## src/chacha_pkg.sv

```systemverilog
package chacha_pkg;

    // ========================================================================
    // Types
    // ========================================================================

    typedef logic [31:0]  word_t;
    typedef logic [255:0] key_t;
    typedef logic [95:0]  nonce_t;
    typedef logic [31:0]  counter_t;

    // Word 0 sits in the lowest 32 bits
    typedef word_t [15:0] state_t;

    // Result of one quarter round, element 0 is a
    typedef word_t [3:0]  quad_t;

    localparam int NUM_LANES = 2;

    // "expand 32-byte k"
    localparam word_t SIGMA [0:3] = '{32'h6170_7865, 32'h3320_646e,
                                      32'h7962_2d32, 32'h6b20_6574};

    // Word indices a, b, c, d of each quarter round
    localparam logic [3:0] COL_IDX [0:3][0:3] = '{'{4'd0, 4'd4, 4'd8,  4'd12},
                                                  '{4'd1, 4'd5, 4'd9,  4'd13},
                                                  '{4'd2, 4'd6, 4'd10, 4'd14},
                                                  '{4'd3, 4'd7, 4'd11, 4'd15}};

    localparam logic [3:0] DIAG_IDX [0:3][0:3] = '{'{4'd0, 4'd5, 4'd10, 4'd15},
                                                   '{4'd1, 4'd6, 4'd11, 4'd12},
                                                   '{4'd2, 4'd7, 4'd8,  4'd13},
                                                   '{4'd3, 4'd4, 4'd9,  4'd14}};

    // ========================================================================
    // Quarter round
    // ========================================================================

    function automatic word_t rotl(word_t x, int unsigned n);
        return (x << n) | (x >> (32 - n));
    endfunction

    function automatic quad_t quarter_round(word_t a, word_t b, word_t c, word_t d);
        quad_t q;
        a = a + b;
        d = rotl(d ^ a, 16);
        c = c + d;
        b = rotl(b ^ c, 12);
        a = a + b;
        d = rotl(d ^ a, 8);
        c = c + d;
        b = rotl(b ^ c, 7);
        q[0] = a;
        q[1] = b;
        q[2] = c;
        q[3] = d;
        return q;
    endfunction

endpackage
```

## src/chacha_lane_if.sv

```systemverilog
`timescale 1ns/1ps

// Link between one block lane and the keystream merger
interface chacha_lane_if;

    // Job, driven by the top level
    logic                  start;
    chacha_pkg::key_t      key;
    chacha_pkg::nonce_t    nonce;
    chacha_pkg::counter_t  block_counter;

    // Result, held by the lane until the merger takes it
    logic                  done;
    chacha_pkg::state_t    block;
    logic                  taken;

    modport core (
        input  start,
        input  key,
        input  nonce,
        input  block_counter,
        input  taken,
        output done,
        output block
    );

    modport drain (
        input  done,
        input  block,
        output taken
    );

endinterface

```

## src/keystream_merger.sv

```systemverilog
`timescale 1ns/1ps

// Collects both lane blocks and sends them out word by word
module keystream_merger #(
    parameter int CREDITS = 4
) (
    input  logic                clk,
    input  logic                rst_n,
    chacha_lane_if.drain        lane0,
    chacha_lane_if.drain        lane1,
    input  logic                ks_credit,
    output logic                ks_valid,
    output chacha_pkg::word_t   ks_word
);

    localparam int NUM_WORDS = 32;
    localparam int IDX_W     = $clog2(NUM_WORDS);
    localparam int CREDIT_W  = $clog2(CREDITS + 1);
    localparam logic [IDX_W-1:0] LAST_WORD = IDX_W'(NUM_WORDS - 1);

    chacha_pkg::word_t      word_buf [0:NUM_WORDS-1];
    logic                   buf_loaded;
    logic [IDX_W-1:0]       rd_idx;
    logic [CREDIT_W-1:0]    credits;

    logic                   capture;
    logic                   send;

    // ========================================================================
    // Capture
    // ========================================================================

    // Both lanes finish in the same cycle, so they are taken together
    assign capture     = lane0.done & lane1.done & ~buf_loaded;
    assign lane0.taken = capture;
    assign lane1.taken = capture;

    // Lane 0 fills words 0 to 15, lane 1 words 16 to 31
    always_ff @(posedge clk) begin
        if (capture) begin
            for (int i = 0; i < 16; i++) begin
                word_buf[i]      <= lane0.block[i];
                word_buf[16 + i] <= lane1.block[i];
            end
        end
    end

    // ========================================================================
    // Word output
    // ========================================================================

    assign send     = buf_loaded & (credits != '0);
    assign ks_valid = send;
    assign ks_word  = word_buf[rd_idx];

    always_ff @(posedge clk or negedge rst_n) begin
        if (!rst_n) begin
            buf_loaded <= 1'b0;
            rd_idx     <= '0;
        end else if (capture) begin
            buf_loaded <= 1'b1;
        end else if (send) begin
            // Index wraps back to 0 after the last word
            rd_idx <= rd_idx + 1'b1;
            if (rd_idx == LAST_WORD) begin
                buf_loaded <= 1'b0;
            end
        end
    end

    // Spend and return may happen in the same cycle
    always_ff @(posedge clk or negedge rst_n) begin
        if (!rst_n) begin
            credits <= CREDIT_W'(CREDITS);
        end else begin
            case ({send, ks_credit})
                2'b10:   credits <= credits - 1'b1;
                2'b01:   credits <= credits + 1'b1;
                default: ;
            endcase
        end
    end

endmodule

```

## src/flat_wrapper.sv

```systemverilog
// flat-port wrapper written by rule: the top's interface ports become plain ports
module keystream_merger_flat 
#(
    parameter int CREDITS = 4
)
  (clk, rst_n, ks_credit, ks_valid, ks_word, lane0_done, lane0_block, lane0_taken, lane1_done, lane1_block, lane1_taken);
  chacha_lane_if lane0_i ();
  chacha_lane_if lane1_i ();
  input  logic clk;
  input  logic rst_n;
  input  logic ks_credit;
  output logic ks_valid;
  output chacha_pkg::word_t ks_word;
  input wire logic [$bits(lane0_i.done)-1:0] lane0_done;
  input wire logic [$bits(lane0_i.block)-1:0] lane0_block;
  output wire logic [$bits(lane0_i.taken)-1:0] lane0_taken;
  input wire logic [$bits(lane1_i.done)-1:0] lane1_done;
  input wire logic [$bits(lane1_i.block)-1:0] lane1_block;
  output wire logic [$bits(lane1_i.taken)-1:0] lane1_taken;
  assign lane0_i.done = lane0_done;
  assign lane0_i.block = lane0_block;
  assign lane0_taken = lane0_i.taken;
  assign lane1_i.done = lane1_done;
  assign lane1_i.block = lane1_block;
  assign lane1_taken = lane1_i.taken;
  keystream_merger #(.CREDITS(CREDITS)) u_core (.clk(clk), .rst_n(rst_n), .lane0(lane0_i), .lane1(lane1_i), .ks_credit(ks_credit), .ks_valid(ks_valid), .ks_word(ks_word));
endmodule
```

## config.mk

```make
export PLATFORM = sky130hd
export DESIGN_NAME = keystream_merger_flat
export DESIGN_NICKNAME = d
export VERILOG_FILES = /design/src/chacha_pkg.sv /design/src/chacha_lane_if.sv /design/src/keystream_merger.sv /design/src/flat_wrapper.sv
export SDC_FILE = /design/constraint.sdc
export NUM_CORES = 1
export LEC_CHECK = 0
export ABC_AREA = 1
export BUFFER_PORTS_ARGS = -buffer_cell sky130_fd_sc_hd__buf_2
export CORE_AREA = 2 2 416 418
export CTS_CLUSTER_SIZE = 8
export DETAILED_ROUTE_END_ITERATION = 8
export DIE_AREA = 0 0 418 420
export SYNTH_ARGS = -nofsm -noshare
export SYNTH_HDL_FRONTEND = slang
export SYNTH_SLANG_ARGS = --single-unit
```

## constraint.sdc

```tcl
create_clock -name clk -period 150.8 [get_ports clk]
set_input_delay 15.08 -clock clk [delete_from_list [all_inputs] [get_ports clk]]
set_output_delay 15.08 -clock clk [all_outputs]
set_load 0.005 [all_outputs]
```

==> metrics.cfg <==
[route]
antenna_left=0
drt-initial-drc-count=3549
wl_per_cell_um=25.1
routed_via_density=4.54
totalWireLength_um=172000
drc=0
first_pass_iters=5
dr_total_vias=31200

[die]
design.core.area_sq_mm=0.171
die_h_um=420
die_x_um=418
io_pins=1064
die-area_sq_mm=0.176
rows=152
start_util_pct=24.5

[layout]
final_util_pct=31.2
register_area_sq_mm=0.0310
drive_above_1_share_pct=28.1
fillCellCount=17400
multiInputGateArea_sq_mm=0.00944
layout.nets=5562
synthToLayoutAreaGrowth_pct=27.5
final_cells=6863

[grt]
grt_use_total_pct=18.9
first_global_vias=30300
grt_pass1_wl_um=229000
grt_max_degree=199
gr-total-overflow=0
antenna_found_initial=76

[sta]
slew_headroom_pct=11.2
rsz0062_at_grt=no
fin_crit_sh_pct=21.1
hold_violations=0
tightest_slew_ps=1330
finClkSkew_ps=47.5
finalSetupViolCount=0
drv_slew=0
fin_tns_setup_ps=0
max_freq_mhz=31.4
fin_crit_ps=31810

[pwr]
clockPowerShare_pct=30.0
combPwrFrac_pct=36.3
switchingPower_w=0.000427
p_leak_nw=21.1
p_per_area_mw_per_mm2=19.4
vdd_drop_max_mv=0.0123
internal-power_w=0.000609
p_sw_share_pct=41.2
power_frac_seq_pct=33.7

[critical_path]
crit_fanout=119
start_kind=input pin
worstPathRequired_ps=135720
worstRegToRegCells=5
critPathArrivalTime_ps=16730
worst_setup_path_end_kind=output pin
crit_type=in2out

[placed_design]
gp_congestion=0.907
portBuffers=1063
hpwl_um=125000
dp_cells=6609

[yosys]
synth_cells=3496
netlist_area_sq_mm=0.0419
synth_nets=4529
avgSynthCellArea_sq_um=12.0
yosysUniqueCellTypes=23
synth_ff_type=edfxtp_1
yosysWarnings=0
yosysSeqAreaShare_pct=74.0
synth_async_sr_flop_share_pct=0.871
synth-edff-count=1024
ys_ff_latch=1033

[clock_network]
post_cts_resized=0
cts.sinks=1033
clk_pin_slew_ps=50
cts_tree=built
clkLatencyLatePin_ps=790
cts_setup_buffers=0
cts_buffer_depth=3
root_buffer=clkbuf_16
holdBufCountCts=0
cts_buffers=151
htree_levels=4

[worst_hold_path]
min_path_cells=2
hp-class=reg2reg

[flow_run]
drv_cap=0

[outcome]
outcome=finished, final reports clean

[path summary, 6_finish.rpt]
check                             startpoint                      to  slack, ps
min in group asynchronous              rst_n        u_core.rd_idx[3]      14150
max                               lane0_done             lane1_taken     118990
min reg2reg                u_core.credits[2]       u_core.credits[2]        530
max reg2reg                u_core.buf_loaded  u_core.word_buf[2][23]     146950
min                        u_core.credits[2]       u_core.credits[2]        530
max in group asynchronous              rst_n       u_core.credits[2]     136400
[cell type report]
type / instances / area share, %
inverters: 9 / 0.106
repair buffers: 1101 / 10.6
multi-input cells: 2233 / 17.7
flip-flops and latches: 1033 / 58.1
well taps: 2233 / 5.24
clock buffers: 171 / 7.26
clock inverters: 25 / 0.696
diodes: 58 / 0.272
[logic make-up (layout without fill, tap and decap cells)]
| family | after synthesis | after routing | share of synthesized area (%) |
|---|---|---|---|
| multiplexers | 1 | 1 | 0.0269 |
| adder cells (fa/ha/maj) | 4 | 4 | 0.138 |
| buffers and inverters | 230 | 1306 | 3.45 |
| flip-flops | 1033 | 1033 | 74.0 |
| other | 0 | 58 | 0 |
| XOR/XNOR | 5 | 5 | 0.105 |
| AND/OR/NAND/NOR | 2217 | 2217 | 22.2 |
| AO/OA/AOI/OAI | 6 | 6 | 0.0867 |
[power by group through the flow]
stage	logic [W]	clock network, W	registers, W
6_report	0.000376	0.000311	0.000349
5_1_grt	0.000413	0.000328	0.000350
4_1_cts	0.000393	0.000317	0.000349
3_5_place_dp	0.000392	0	0.000355
3_3_place_gp	0.000391	0	0.000354
2_1_floorplan	0.000214	0	0.000377
[critical path: stages]
cell and delay (ps):
buf_2 90, nand2_1 140, nor2_4 160, buf_4 380, buf_12 520, buf_2 220
[routing by layer]
metal	vias to the layer above	GRT usage, %	wire length [um]
li1	14300	-	-
met1	15000	21.9	63400
met2	1534	32.7	88100
met3	334	4.02	12000
met4	34	9.80	8390
met5	-	0	211
[flip-flops by register name, indices dropped and copies added, names as in the netlist]
register,count
u_core.word_buf,1024
u_core.rd_idx,5
u_core.credits,3
u_core.buf_loaded,1
[through the flow]
| stage | power (W) | hold slack (ps) | cell area, sq um | setup slack, ps |
|---|---|---|---|---|
| 6_report | 0.00104 | 527 | 53400 | 118990 |
| 5_1_grt | 0.00109 | 565 | 53300 | 118910 |
| 4_1_cts | 0.00106 | 525 | 53200 | 118950 |
| 3_5_place_dp | 0.000746 | 514 | 49000 | 118950 |
| 3_3_place_gp | 0.000745 | 508 | 49000 | 118950 |
| 2_1_floorplan | 0.000591 | 495 | 41900 | 74400 |
[cells in the final DEF (no fill, tap or decap), types with 3 or more instances in the layout]
master      count
buf_12          6
buf_2        1063
buf_4          32
clkbuf_1       19
clkbuf_16     152
clkinv_1        6
clkinv_16       6
clkinvlp_4      3
dfrtp_1         3
dfrtp_4         4
diode_2        58
edfxtp_1     1024
ha_1            3
inv_1           5
inv_16          3
inv_6           5
nand2_1      1445
nand3_1       768
o21ai_0         3
xor2_1          4
[cell usage after synthesis (2+ instances only)]
cell type  count  area share [%]
nand2_1     1445              13
edfxtp_1    1024              73
nand3_1      768             9.2
buf_2        119             1.4
buf_6         45             1.2
buf_4         25            0.45
clkbuf_1      21            0.19
buf_1         11           0.099
dfrtp_1        8            0.48
inv_1          7           0.063
xor2_1         4           0.084
ha_1           3           0.090
nor2_1         3           0.027
o21ai_0        3           0.036
inv_2          2           0.018
Note: power is estimated with default switching activity, not from simulation.
